**src/edge_capture_pkg.sv**
```systemverilog
`default_nettype none

package edge_capture_pkg;

    // Only bit 0 of a detector pixel carries the edge flag
    localparam int PIXEL_WIDTH = 8;

    // Frame geometry kept small for short simulations
    localparam int FRAME_W      = 32;
    localparam int FRAME_H      = 16;
    localparam int FRAME_PIXELS = FRAME_W * FRAME_H;

    localparam int PIXELS_PER_BYTE = 8;
    localparam int FRAME_BYTES     = FRAME_PIXELS / PIXELS_PER_BYTE;

    localparam int ADDR_WIDTH = $clog2(FRAME_BYTES);

    // One extra bit so a frame of all edges still fits
    localparam int COUNT_WIDTH = $clog2(FRAME_PIXELS) + 1;

    typedef logic [PIXEL_WIDTH-1:0] pixel_t;
    typedef logic [7:0]             byte_t;
    typedef logic [ADDR_WIDTH-1:0]  addr_t;
    typedef logic [COUNT_WIDTH-1:0] count_t;

endpackage

`default_nettype wire

```
**src/edge_pack_fsm.sv**
```systemverilog
`timescale 1ns/1ps
`default_nettype none

module edge_pack_fsm (
    input  logic                     clk,
    input  logic                     reset,
    input  logic                     canny_de,
    input  edge_capture_pkg::pixel_t canny_data,
    output logic                     we,
    output edge_capture_pkg::byte_t  wdata,
    output edge_capture_pkg::addr_t  waddr,
    output logic                     frame_tick
);

    typedef enum logic [1:0] {
        ST_IDLE,
        ST_DATA,
        ST_ADDR,
        ST_DONE
    } state_t;

    state_t state, state_next;

    edge_capture_pkg::byte_t wdata_reg, wdata_next;
    edge_capture_pkg::addr_t waddr_reg, waddr_next;
    logic [2:0]              pixel_cnt_reg, pixel_cnt_next;
    logic                    we_reg, we_next;
    logic                    frame_tick_reg, frame_tick_next;
    logic                    last_addr;

    assign we         = we_reg;
    assign wdata      = wdata_reg;
    assign waddr      = waddr_reg;
    assign frame_tick = frame_tick_reg;

    assign last_addr = (waddr_reg == edge_capture_pkg::addr_t'(edge_capture_pkg::FRAME_BYTES - 1));

    always_ff @(posedge clk) begin
        if (reset) begin
            state          <= ST_IDLE;
            waddr_reg      <= '0;
            pixel_cnt_reg  <= '0;
            we_reg         <= 1'b0;
            frame_tick_reg <= 1'b0;
        end else begin
            state          <= state_next;
            waddr_reg      <= waddr_next;
            pixel_cnt_reg  <= pixel_cnt_next;
            we_reg         <= we_next;
            frame_tick_reg <= frame_tick_next;
        end
    end

    always_ff @(posedge clk) begin
        wdata_reg <= wdata_next;
    end

    always_comb begin
        state_next      = state;
        wdata_next      = wdata_reg;
        waddr_next      = waddr_reg;
        pixel_cnt_next  = pixel_cnt_reg;
        we_next         = 1'b0;
        frame_tick_next = 1'b0;

        case (state)
            ST_IDLE: begin
                if (canny_de) begin
                    wdata_next[pixel_cnt_reg] = canny_data[0];
                    pixel_cnt_next            = pixel_cnt_reg + 3'd1;
                    state_next                = ST_DATA;
                end
            end

            ST_DATA: begin
                if (canny_de) begin
                    wdata_next[pixel_cnt_reg] = canny_data[0];
                    if (pixel_cnt_reg == 3'd7) begin
                        // The eighth bit completes the byte and it is written in the next cycle
                        pixel_cnt_next = '0;
                        we_next        = 1'b1;
                        state_next     = last_addr ? ST_DONE : ST_ADDR;
                    end else begin
                        pixel_cnt_next = pixel_cnt_reg + 3'd1;
                    end
                end
            end

            ST_ADDR: begin
                // The write is on the bus now, so the next byte can start filling
                waddr_next = waddr_reg + edge_capture_pkg::addr_t'(1);
                if (canny_de) begin
                    wdata_next[pixel_cnt_reg] = canny_data[0];
                    pixel_cnt_next            = pixel_cnt_reg + 3'd1;
                    state_next                = ST_DATA;
                end else begin
                    state_next = ST_IDLE;
                end
            end

            ST_DONE: begin
                // Pixels offered here are dropped
                frame_tick_next = 1'b1;
                waddr_next      = '0;
                state_next      = ST_IDLE;
            end

            default: begin
                state_next = ST_IDLE;
            end
        endcase
    end

endmodule

`default_nettype wire

```
**src/frame_buffer.sv**
```systemverilog
`timescale 1ns/1ps
`default_nettype none

module frame_buffer (
    input  logic                    clk,
    input  logic                    we,
    input  edge_capture_pkg::addr_t waddr,
    input  edge_capture_pkg::byte_t wdata,
    input  edge_capture_pkg::addr_t rd_addr,
    output edge_capture_pkg::byte_t rd_data
);

    edge_capture_pkg::byte_t mem [0:edge_capture_pkg::FRAME_BYTES-1];
    edge_capture_pkg::byte_t rd_data_reg;

    assign rd_data = rd_data_reg;

    always_ff @(posedge clk) begin
        if (we) begin
            mem[waddr] <= wdata;
        end
    end

    // The read is registered so a read of the address being written returns the old byte
    always_ff @(posedge clk) begin
        rd_data_reg <= mem[rd_addr];
    end

endmodule

`default_nettype wire

```
**src/edge_counter.sv**
```systemverilog
`timescale 1ns/1ps
`default_nettype none

module edge_counter (
    input  logic                     clk,
    input  logic                     reset,
    input  logic                     we,
    input  edge_capture_pkg::byte_t  wdata,
    input  logic                     frame_tick,
    output edge_capture_pkg::count_t edge_count,
    output logic                     count_valid
);

    edge_capture_pkg::count_t sum_reg;
    edge_capture_pkg::count_t edge_count_reg;
    edge_capture_pkg::count_t byte_ones;
    logic                     count_valid_reg;

    assign edge_count  = edge_count_reg;
    assign count_valid = count_valid_reg;

    // Number of edge pixels in the byte being written
    always_comb begin
        byte_ones = '0;
        for (int i = 0; i < 8; i++) begin
            byte_ones = byte_ones + edge_capture_pkg::count_t'(wdata[i]);
        end
    end

    always_ff @(posedge clk) begin
        if (reset) begin
            sum_reg         <= '0;
            edge_count_reg  <= '0;
            count_valid_reg <= 1'b0;
        end else begin
            count_valid_reg <= frame_tick;
            if (frame_tick) begin
                edge_count_reg <= sum_reg;
                sum_reg        <= '0;
            end else if (we) begin
                sum_reg <= sum_reg + byte_ones;
            end
        end
    end

endmodule

`default_nettype wire

```
**src/edge_capture_top.sv**
```systemverilog
`timescale 1ns/1ps
`default_nettype none

module edge_capture_top (
    input  logic                     clk,
    input  logic                     reset,
    input  logic                     canny_de,
    input  edge_capture_pkg::pixel_t canny_data,
    input  edge_capture_pkg::addr_t  rd_addr,
    output edge_capture_pkg::byte_t  rd_data,
    output logic                     we,
    output edge_capture_pkg::addr_t  waddr,
    output edge_capture_pkg::byte_t  wdata,
    output logic                     frame_tick,
    output edge_capture_pkg::count_t edge_count,
    output logic                     count_valid
);

    // Packs the edge stream into bytes and drives the write port
    edge_pack_fsm u_edge_pack_fsm (
        .clk        (clk),
        .reset      (reset),
        .canny_de   (canny_de),
        .canny_data (canny_data),
        .we         (we),
        .wdata      (wdata),
        .waddr      (waddr),
        .frame_tick (frame_tick)
    );

    frame_buffer u_frame_buffer (
        .clk     (clk),
        .we      (we),
        .waddr   (waddr),
        .wdata   (wdata),
        .rd_addr (rd_addr),
        .rd_data (rd_data)
    );

    // Watches the same write port and totals the edges per frame
    edge_counter u_edge_counter (
        .clk         (clk),
        .reset       (reset),
        .we          (we),
        .wdata       (wdata),
        .frame_tick  (frame_tick),
        .edge_count  (edge_count),
        .count_valid (count_valid)
    );

endmodule

`default_nettype wire

```
**config.mk**
```make
export PLATFORM = sky130hd
export DESIGN_NAME = edge_capture_top
export DESIGN_NICKNAME = d
export VERILOG_FILES = /design/src/edge_capture_pkg.sv /design/src/edge_pack_fsm.sv /design/src/frame_buffer.sv /design/src/edge_counter.sv /design/src/edge_capture_top.sv
export SDC_FILE = /design/constraint.sdc
export NUM_CORES = 1
export LEC_CHECK = 0
export BUFFER_PORTS_ARGS = -buffer_cell sky130_fd_sc_hd__buf_4
export CORE_ASPECT_RATIO = 1.75
export CORE_UTILIZATION = 45
export CTS_BUF_LIST = sky130_fd_sc_hd__clkbuf_8 sky130_fd_sc_hd__clkbuf_16
export DETAILED_ROUTE_END_ITERATION = 7
export PLACE_DENSITY_LB_ADDON = 0.05
export SLEW_MARGIN = 20
export SYNTH_ARGS = -nofsm -noshare
export SYNTH_HDL_FRONTEND = slang
export SYNTH_SLANG_ARGS = --single-unit
```
**constraint.sdc**
```tcl
create_clock -name clk -period 7.3 [get_ports clk]
set_clock_uncertainty 0.05 [all_clocks]
set_input_delay 1.46 -clock clk [delete_from_list [all_inputs] [get_ports clk]]
set_output_delay 1.46 -clock clk [all_outputs]
set_load 0.1 [all_outputs]
```
After elaboration in Yosys (flattened, before gate mapping)
Memories as Yosys holds them, arrays and structs flattened. A register that Yosys moved wholly into a read port is not among the register bits. Cells that the tools add are included.

Output and inout bits: 35. Memories: 1. Input port bits: 17. Bits in writable memories: 512. Register bits after elaboration: 42. Word-level logic and storage cells: 62.

Memory list: u_frame_buffer.mem (depth 64, width 8, rd ports 1, clocked after memory_dff 1, write ports 1, RTL line frame_buffer.sv:13) `edge_capture_pkg::byte_t mem [0:edge_capture_pkg::FRAME_BYTES-1];`.

Bitwise logic cells: 2. Mux-type cells: 18. Add/sub/neg operators: 10. Magnitude comparators: 2. Reductions and logical operators: 11. Equality and inequality tests: 9.

Operators by type and width (number): adder 10 x 1 -> 10 bit (6); case mux 6 bit (2 select lines) (1); adder 10 bit (1); two-way mux 3 bit (3); bitwise mux 8 bit (1); case mux 2 bit (4 select lines) (1); two-way mux 1 bit (7); adder 6 x 1 -> 6 bit (second input constant) (1); equality test 6 bit (second input constant) (1); two-way mux 2 bit (3); case mux 3 bit (2 select lines) (1); AND reduction 3 bit (2); OR reduction 3 bit (2); equality test 2 bit (second input constant) (2); < comparator 3 x 4 -> 1 bit (second input constant) (1); inequality test 2 x 1 -> 1 bit (second input constant) (2); inequality test 2 bit (second input constant) (2); nonzero test 2 bit (2); OR reduction 2 bit (2); adder 3 x 1 -> 3 bit (second input constant) (1); demux 1 bit (select 3 bit) (1); equality test 3 bit (second input constant) (1); >= comparator 3 x 1 -> 1 bit (second input constant) (1); adder 1 x 1 -> 2 bit (1); other kinds (5) (6).

Logic depth before layout (Yosys ltp)
Gate-level depths: netlist of run 1.

Depth in word-level cells: 8. Mapped depth: 15. Mapped depth without buffers: 15.

By module
A second synthesis of run 1 with hierarchy kept.

Cells, all modules: 1148. Area, all modules: 22231.3 um^2.

By module, submodules not included: frame_buffer (times used 1, cells each 940, sequential area each 15534.9 um^2, area an instance 20166.8 um^2); edge_counter (times used 1, cells each 122, sequential area each 420.4 um^2, area an instance 1167.4 um^2); edge_pack_fsm (times used 1, cells each 86, sequential area each 500.5 um^2, area an instance 897.1 um^2).

Least setup slack after synthesis of run 1
No wires, ideal clock.

Path kind: register -> register. Start: register u_edge_pack_fsm.wdata_reg[1], in the netlist u_edge_pack_fsm.wdata[1]. End: register u_edge_counter.sum_reg[6]. Arrival: 5.001 ns. Period minus slack after synthesis: 5.179 ns. Slack: 2.121 ns. Stages on the path, launching flop included: 16. Library setup time: 0.128 ns. Required time: 7.122 ns. Buffers on the path: 0. Cell sequence: edfxtp_1 ha_1 inv_1 fa_1 fa_1 fa_1 inv_1 ha_1 inv_1 fa_1 nor2b_1 o21ai_0 a21boi_0 o211ai_1 xor2_1 nor2_1.

Longest elaborated chain between the ends: 8.

RTL lines: start, declared (RTL line edge_pack_fsm.sv:24) `edge_capture_pkg::byte_t wdata_reg, wdata_next;`; start signal, assigned (RTL line edge_pack_fsm.sv:55) `wdata_reg <= wdata_next;`; adder 1 x 1 -> 2 bit (RTL line edge_counter.sv:26) `byte_ones = byte_ones + edge_capture_pkg::count_t'(wdata[i]);`; adder 10 x 1 -> 10 bit (6 in series) (RTL line edge_counter.sv:26); adder 10 bit (RTL line edge_counter.sv:41) `sum_reg <= sum_reg + byte_ones;`; end signal, assigned (RTL line edge_counter.sv:41); end, declared (RTL line edge_counter.sv:14) `edge_capture_pkg::count_t sum_reg;`.

Every way passes these cells. A chain may end at the register's enable or synchronous reset.

Worst setup path after layout of run 1
Start: register u_edge_pack_fsm.wdata_reg[2], in the netlist u_edge_pack_fsm.wdata[2]. End: register u_edge_counter.sum_reg[6].

Longest elaborated chain between the ends: 7.

RTL lines (RTL line): adder 10 x 1 -> 10 bit (6 in series) (edge_counter.sv:26); adder 10 bit (edge_counter.sv:41).

Every way passes these cells.

==> summary.txt, run 1 <==
Critical path
  • Buf+Inv Stages, Crit Path: 4
  • Crit Path Max Fanout: 66
  • Worst-path cell chain: buf_4 -> inv_1 -> fa_1 -> fa_1 -> fa_1 -> inv_1 -> ha_1 -> inv_1 -> fa_1 -> nor2b_1 -> o21ai_0 -> a21boi_0 -> o211ai_1 -> xor2_1 -> nor2_1
  • CP Capture Type: flip-flop
  • Crit Path Category: flip-flop to flip-flop
  • Top Family by Delay on Critical Path: adder cells
  • R2R Setup Slk: 2.86 ns
  • CP arrival: 4.85 ns
  • Worst Path Required: 7.71 ns
  • Reg2reg end: u_edge_counter.sum_reg[6]$_SDFFE_PP0P_
  • Most used cell, CP: fa_1
  • Worst r2r src: u_edge_pack_fsm.wdata[2]$_DFFE_PP_
  • Max incr delay on CP: 0.58 ns
  • Crit. path cell count: 15
  • CP startpoint kind: flip-flop
  • Slowest CP cell: fa_1
  • Worst r2r path cells: 15

Floorplan
  • Core Box Area: 48,700 um^2
  • Num rows: 107
  • Initial core utilization: 45.6%
  • Die ar.: 50,300 um^2
  • Top-level I/O count: 52
  • Die width: 170 um
  • Die Y: 296 um

Clock tree
  • CTS buffer count: 50
  • Post-CTS sizing: 0
  • Clk root buf: clkbuf_16
  • CTS Sinks: 562
  • Cts hold-fix bufs: 0
  • Clock H-tree levels: 2
  • CTS tree: yes
  • Setup Fix Bufs, Post-CTS: 0
  • Worst-Skew Late Latency: 0.57 ns
  • Clk buf depth: 3
  • Clk pin slew, worst setup/hold paths: 0.07 ns

Routing
  • Final ANT Viol Nets: 0
  • DR vias: 10,800
  • Initial DRC count: 819
  • Vias per inst: 5.69
  • Routed wire length: 52,600 um
  • Router iterations before antenna repair: 5
  • Routed len/inst: 27.8 um
  • Number of remaining DRC errors: 0

Finish
  • Number of flip-flops in the largest register: 512
  • Multi-input gate area: 5260 um^2
  • Sequential cell area: 16,500 um^2
  • Non-filler cells, final: 1,894
  • Ratio of cells with drive above 1 in the final layout: 18.6%
  • Fin nets: 1,237
  • Fillers: 4,094
  • Area growth from synthesis to layout: 11.4%

Synthesis
  • Synth cell types: 50
  • Mapped cell area: 22,200 um^2
  • Ys flop type: edfxtp_1
  • Syn nets: 1,179
  • Synth Register Bits: 562
  • Ys async rst share: 0%
  • Synth Area per Inst: 19.4 um^2
  • Yosys top cell area share: 70.3%
  • Cells after Synth: 1,143
  • Sequential fraction of the synthesis area: 74.1%
  • YS warnings: 0
  • Most common cell in the netlist: edfxtp_1
  • Synth top area cells: edfxtp_1 (70%), mux4_2 (8.6%), mux4_1 (4.4%), dfxtp_1 (3.8%), nor2_1 (1.8%)
  • List of most frequent post-synthesis cells: edfxtp_1 (520), nor2_1 (105), mux4_2 (85)
  • Post-synth EDFFs: 520
  • Yosys top cell by area: edfxtp_1

STA
  • Slew Limit Fails: 0
  • Slew @ Worst Pin: 0.973 ns
  • Slew HR: 34.9%
  • Final setup fails: 0
  • RSZ-0062 raised after global routing: no
  • Peak Freq: 225 MHz
  • Period utilization: 60.8%
  • Final Hold Fails: 0
  • Setup TNS: 0 ns
  • Min Tclk post-route: 4.44 ns

Global route
  • Vias in the first global route: 11,400
  • Met1 global-route usage: 24.0%
  • Pin count of the biggest net entering global routing: 67
  • GRT busiest layer: met2
  • GRT Total Usage: 21.7%
  • GR Util met3: 2.82%
  • Met2 Use GR: 40.8%
  • GRT overflow: 0
  • First-pass GRT wire length: 76,600 um
  • Initial antenna violation count: 0

Place
  • Detailed Place HPWL: 34,000 um
  • Placed Instances: 1,803
  • GP Congestion: 0.796
  • Port Buffer Count: 44

Pwr
  • Switching Share: 20.7%
  • Logic pwr share: 4.5%
  • Sequential Power Share: 54.2%
  • Leakage: 0.00798 uW
  • NetSw: 1330 uW
  • Clock share of power: 41.2%
  • PwrDens: 260 nW/um^2
  • Internal power: 5100 uW
  • VDD IR max: 193 uV

Hold path
  • Hold endpoint: u_edge_counter.edge_count[5]$_SDFFE_PP0P_
  • Hold path cells: 2
  • Hold Path Class: flip-flop to flip-flop
  • Min-delay src: u_edge_counter.edge_count[5]$_SDFFE_PP0P_

Flow run
  • Number of max-cap violations: 0

Outcome
  • Outcome: finished clean
## metrics by stage
| stage | area, um^2 | worst slack (ns) | hold slack, ns | power, uW | util, % |
|---|---|---|---|---|---|
| after floorplan | 22200 | 2.12 | 0.422 | 3780 | - |
| after global placement | 23100 | 2.87 | 0.428 | 3860 | 47.4 |
| after detailed placement | 23100 | 2.86 | 0.438 | 3860 | 47.4 |
| after CTS | 24700 | 2.82 | 0.455 | 6510 | 50.7 |
| after global routing | 24700 | 2.40 | 0.471 | 6620 | 50.7 |
| final | 24700 | 2.86 | 0.451 | 6440 | 50.8 |
## power groups by stage
stage	logic [uW]	clock network, uW	registers, uW
global route	312	2820	3490
finish	293	2650	3490
CTS	299	2720	3490
global placement	296	0	3560
floorplan	163	0	3620
detailed placement	299	0	3560
## cells in the final DEF (no fill, tap or decap), drive strengths merged, types with 4 or more instances in the layout
| master | n |
|---|---|
| clkbuf | 53 |
| inv | 22 |
| bufinv | 6 |
| nand4 | 4 |
| or3 | 4 |
| clkinv | 25 |
| nand2 | 33 |
| mux2i | 32 |
| or4 | 5 |
| a211oi | 8 |
| nand3 | 16 |
| xor2 | 6 |
| o22ai | 43 |
| a21oi | 11 |
| ha | 15 |
| mux4 | 122 |
| dfxtp | 42 |
| buf | 64 |
| o21ai | 12 |
| nor2 | 105 |
| nor2b | 14 |
| or2 | 7 |
| fa | 4 |
| nor3 | 11 |
| edfxtp | 520 |
| nor4 | 7 |
| nand2b | 10 |
## area by class of cell
type | count | area share [%]
antenna | 1 | 0.0101
clock buffer | 53 | 5.36
clock inverter | 37 | 1.25
inverter | 16 | 0.243
multi-input combinational | 507 | 21.3
sequential | 562 | 66.5
tap | 654 | 3.31
timing repair buffer | 64 | 2.01
## cells by family (layout without fill, tap and decap cells)
| group | after synthesis | after routing | share of synthesized area (%) |
|---|---|---|---|
| other | 0 | 1 | 0 |
| flip-flops | 562 | 562 | 74.1 |
| adder cells (fa/ha/maj) | 19 | 19 | 1.21 |
| multiplexers | 154 | 154 | 14.4 |
| buffers and inverters | 74 | 170 | 2.20 |
| AND/OR/NAND/NOR | 231 | 231 | 4.93 |
| AO/OA/AOI/OAI | 94 | 94 | 2.73 |
| XOR/XNOR | 9 | 9 | 0.355 |
## worst max path at each step
stage / endpoint / startpoint / slack [ns]
floorplan: u_edge_counter.sum_reg[6]$_SDFFE_PP0P_ / u_edge_pack_fsm.wdata[1]$_DFFE_PP_ / 2.12
global placement: u_edge_counter.sum_reg[6]$_SDFFE_PP0P_ / u_edge_pack_fsm.wdata[2]$_DFFE_PP_ / 2.87
detailed placement: u_edge_counter.sum_reg[6]$_SDFFE_PP0P_ / u_edge_pack_fsm.wdata[2]$_DFFE_PP_ / 2.86
CTS: u_edge_counter.sum_reg[6]$_SDFFE_PP0P_ / u_edge_pack_fsm.wdata[2]$_DFFE_PP_ / 2.82
global route: u_edge_counter.sum_reg[6]$_SDFFE_PP0P_ / u_edge_pack_fsm.wdata[2]$_DFFE_PP_ / 2.40
finish: u_edge_counter.sum_reg[6]$_SDFFE_PP0P_ / u_edge_pack_fsm.wdata[2]$_DFFE_PP_ / 2.86
## worst register-to-register path, delay by kind of cell (launching register included)
kind / cells / cell delay, ns
adder cells (fa/ha/maj): 5 / 2.08
buffers and inverters: 4 / 0.85
AO/OA/AOI/OAI: 3 / 0.67
flip-flops: 1 / 0.32
XOR/XNOR: 1 / 0.18
AND/OR/NAND/NOR: 2 / 0.17
## layer usage
| metal | vias to the layer above | routed length, um |
|---|---|---|
| li1 | 4767 | - |
| met1 | 5622 | 18800 |
| met2 | 278 | 29000 |
| met3 | 104 | 2150 |
| met4 | 0 | 2570 |
| met5 | - | 0 |
No activity file was read; power rests on OpenSTA's default activity.
==> run 2, diff against run 1 <==
clock period = 3.9 ns   (was 7.3 ns; I/O delays follow)
==> run 2 against run 1 <==
  * Sequential share of layout area fell by 1.4 points
  * Global-route usage grew 0.20 points
  * Power is 92% higher
  * Sequential cell count unchanged
  * Clock-buffer cell count grew 5
  * Largest power group unchanged
  * Critical endpoint unchanged
  * Clock power rose by 98%
  * Die area is the same
==> summary.txt, run 2 (synthesized netlist as in run 1, its figures left out) <==
Place
  • Port Buffer Count: 44 (unchanged)
  • Detailed Place HPWL: 35,100 um (was 34,000 um)
  • GP Congestion: 0.797 (was 0.796)
  • Post-DP Area: 23,500 um^2 (was 23,100 um^2)
  • Setup WS pre-CTS: 0.0439 ns (was 2.86 ns)

Finish
  • Final core utilization: 51.8% (was 50.8%)
  • Multi-input gate area: 5270 um^2 (was 5260 um^2)
  • Fillers: 3,987 (was 4,094)
  • Area growth from synthesis to layout: 13.8% (was 11.4%)
  • N_diodes: 0 (was 1)
  • Number of flip-flops in the largest register: 512 (unchanged)
  • Commonest non-fill, non-tap cell in the layout: edfxtp_1 (unchanged)
  • Design Area, Final: 25,300 um^2 (was 24,700 um^2)
  • Ratio of cells with drive above 1 in the final layout: 21.9% (was 18.6%)
  • Fin nets: 1,281 (was 1,237)
  • Sequential cell area: 16,500 um^2 (unchanged)
  • Highest-count cells in the layout ignoring fill and taps: edfxtp_1 (520), nor2_1 (105), buf_4 (100), mux4_2 (85), clkbuf_16 (53) (was edfxtp_1 (520), nor2_1 (105), mux4_2 (85), buf_4 (62), clkbuf_16 (53))

Critical path
  • Worst-path cell chain: ha_1 -> inv_1 -> fa_1 -> fa_1 -> fa_1 -> inv_1 -> ha_1 -> inv_1 -> fa_2 -> nor2b_1 -> o21ai_1 -> a21boi_2 -> o211ai_1 -> xor2_1 -> nor2_1 (was buf_4 -> inv_1 -> fa_1 -> fa_1 -> fa_1 -> inv_1 -> ha_1 -> inv_1 -> fa_1 -> nor2b_1 -> o21ai_0 -> a21boi_0 -> o211ai_1 -> xor2_1 -> nor2_1)
  • Slowest CP cell: fa_1 (unchanged)
  • Max incr delay on CP: 0.51 ns (was 0.58 ns)
  • CP Capture Type: flip-flop (unchanged)
  • Crit Path Category: flip-flop to flip-flop (unchanged)
  • R2R Setup Slk: 0.21 ns (was 2.86 ns)
  • Worst Path Required: 4.31 ns (was 7.71 ns)
  • CP arrival: 4.10 ns (was 4.85 ns)
  • Top Family by Delay on Critical Path: adder cells (unchanged)
  • Buf+Inv Stages, Crit Path: 3 (was 4)
  • Crit Path Max Fanout: 3 (was 66)
  • CP startpoint kind: flip-flop (unchanged)

Floorplan
  • Initial core utilization: 45.6% (unchanged)
  • Die width: 170 um (unchanged)
  • Top-level I/O count: 52 (unchanged)
  • Num rows: 107 (unchanged)
  • Die Y: 296 um (unchanged)
  • Die ar.: 50,300 um^2 (unchanged)
  • Core Box Area: 48,700 um^2 (unchanged)

Global route
  • Initial antenna violation count: 1 (was 0)
  • Vias in the first global route: 11,400 (about the same)
  • GRT overflow: 0 (unchanged)
  • GRT Total Usage: 21.9% (was 21.7%)
  • First-pass GRT wire length: 77,600 um (was 76,600 um)
  • Pin count of the biggest net entering global routing: 66 (was 67)

STA
  • Min Tclk post-route: 3.69 ns (was 4.44 ns)
  • Period utilization: 94.7% (was 60.8%)
  • Final setup margin: 0.209 ns (was 2.86 ns)
  • Slew @ Worst Pin: 0.975 ns (was 0.973 ns)
  • Slew Limit Fails: 0 (unchanged)
  • Final Hold Fails: 0 (unchanged)
  • RSZ-0062 raised after global routing: no (unchanged)
  • Setup TNS: 0 ns (unchanged)
  • Final setup fails: 0 (unchanged)
  • Peak Freq: 271 MHz (was 225 MHz)
  • Slew HR: 34.7% (was 34.9%)

Clock tree
  • Setup Fix Bufs, Post-CTS: 0 (unchanged)
  • Clk buf depth: 3 (unchanged)
  • Clk pin slew, worst setup/hold paths: 0.07 ns (about the same)
  • Worst-Skew Late Latency: 0.57 ns (about the same)
  • CTS tree: yes (unchanged)
  • CTS Sinks: 562 (unchanged)
  • CTS buffer count: 51 (was 50)
  • Clk root buf: clkbuf_16 (unchanged)
  • Clock H-tree levels: 2 (unchanged)

Routing
  • Final ANT Viol Nets: 0 (unchanged)
  • Router iterations before antenna repair: 5 (unchanged)
  • DR vias: 10,900 (was 10,800)
  • Number of remaining DRC errors: 0 (unchanged)
  • Initial DRC count: 875 (was 819)
  • Vias per inst: 5.62 (was 5.69)
  • Routed wire length: 53,500 um (was 52,600 um)
  • Routed len/inst: 27.5 um (was 27.8 um)

Outcome
  • Outcome: finished clean (unchanged)

Hold path
  • Hold Path Class: input pin to flip-flop (was flip-flop to flip-flop)

Pwr
  • Leakage: 0.00831 uW (was 0.00798 uW)
  • Tot Pwr: 12,400 uW (was 6440 uW)
  • PwrDens: 489 nW/um^2 (was 260 nW/um^2)
  • VDD IR max: 337 uV (was 193 uV)

Flow run
  • Number of max-cap violations: 0 (unchanged)
run 2: cell count changes in the layout (fill, tap and decap cells not counted), sizes merged:
cell | before | now
clkbuf | 53 | 59
clkinv | 25 | 14
bufinv | 6 | 8
buf | 64 | 106
diode | 1 | 0
clkinvlp | 0 | 1
inv | 22 | 30
run 2: layout make-up:
type	instances	area share, %
repair buffers	107	3.50
inverters	16	0.238
well taps	654	3.24
clock buffers	58	5.52
clock inverters	37	1.49
multi-input cells	507	20.9
flip-flops and latches	562	65.1
run 2: worst register-to-register path, cell delays in order (launching register included):
cell and delay, ns:
edfxtp_1 0.40, ha_1 0.29, inv_1 0.05, fa_1 0.47, fa_1 0.51, fa_1 0.41
inv_1 0.07, ha_1 0.16, inv_1 0.06, fa_2 0.34, nor2b_1 0.13, o21ai_1 0.10
a21boi_2 0.21, o211ai_1 0.14, xor2_1 0.17, nor2_1 0.05
run 2: report_power, final:
group / internal (uW) / total, uW / switching, uW
logic: 206 / 569 / 364
clock network: 3080 / 5250 / 2170
registers: 6520 / 6530 / 10.5
run 2: path summary, 6_finish.rpt:
kind	end	depth (start not counted)	start
setup / recovery	u_edge_counter.sum_reg[6]$_SDFFE_PP0P_	15	u_edge_pack_fsm.wdata[0]$_DFFE_PP_
hold / removal	u_edge_pack_fsm.wdata[7]$_DFFE_PP_	1	canny_data[0]
setup reg to reg	u_edge_counter.sum_reg[6]$_SDFFE_PP0P_	15	u_edge_pack_fsm.wdata[0]$_DFFE_PP_
hold reg to reg	u_edge_counter.edge_count[5]$_SDFFE_PP0P_	2	u_edge_counter.edge_count[5]$_SDFFE_PP0P_
run 2: repair_timing:
item / CTS / global route
setup endpoints to repair: 0 / 3
hold buffers: 0 / 0
resized for setup: 0 / 1
endpoints found under the hold margin: 0 / 0
run 2: metrics by stage:
stage	hold WS, ns	std cells
3_3_place_gp	0.431	1846
3_5_place_dp	0.436	1846
4_1_cts	0.432	1941
5_1_grt	0.434	1941
6_report	0.437	1941
2_1_floorplan	0.422	1143
run 2: layer usage:
layer  global-route usage [%]  wire length, um  up-vias
met2                     41.2            29700      278
met5                        0               12        -
li1                         -                -     4859
met1                     25.2            19800     5673
met4                     8.83             2060        2
met3                     2.46             1860      103
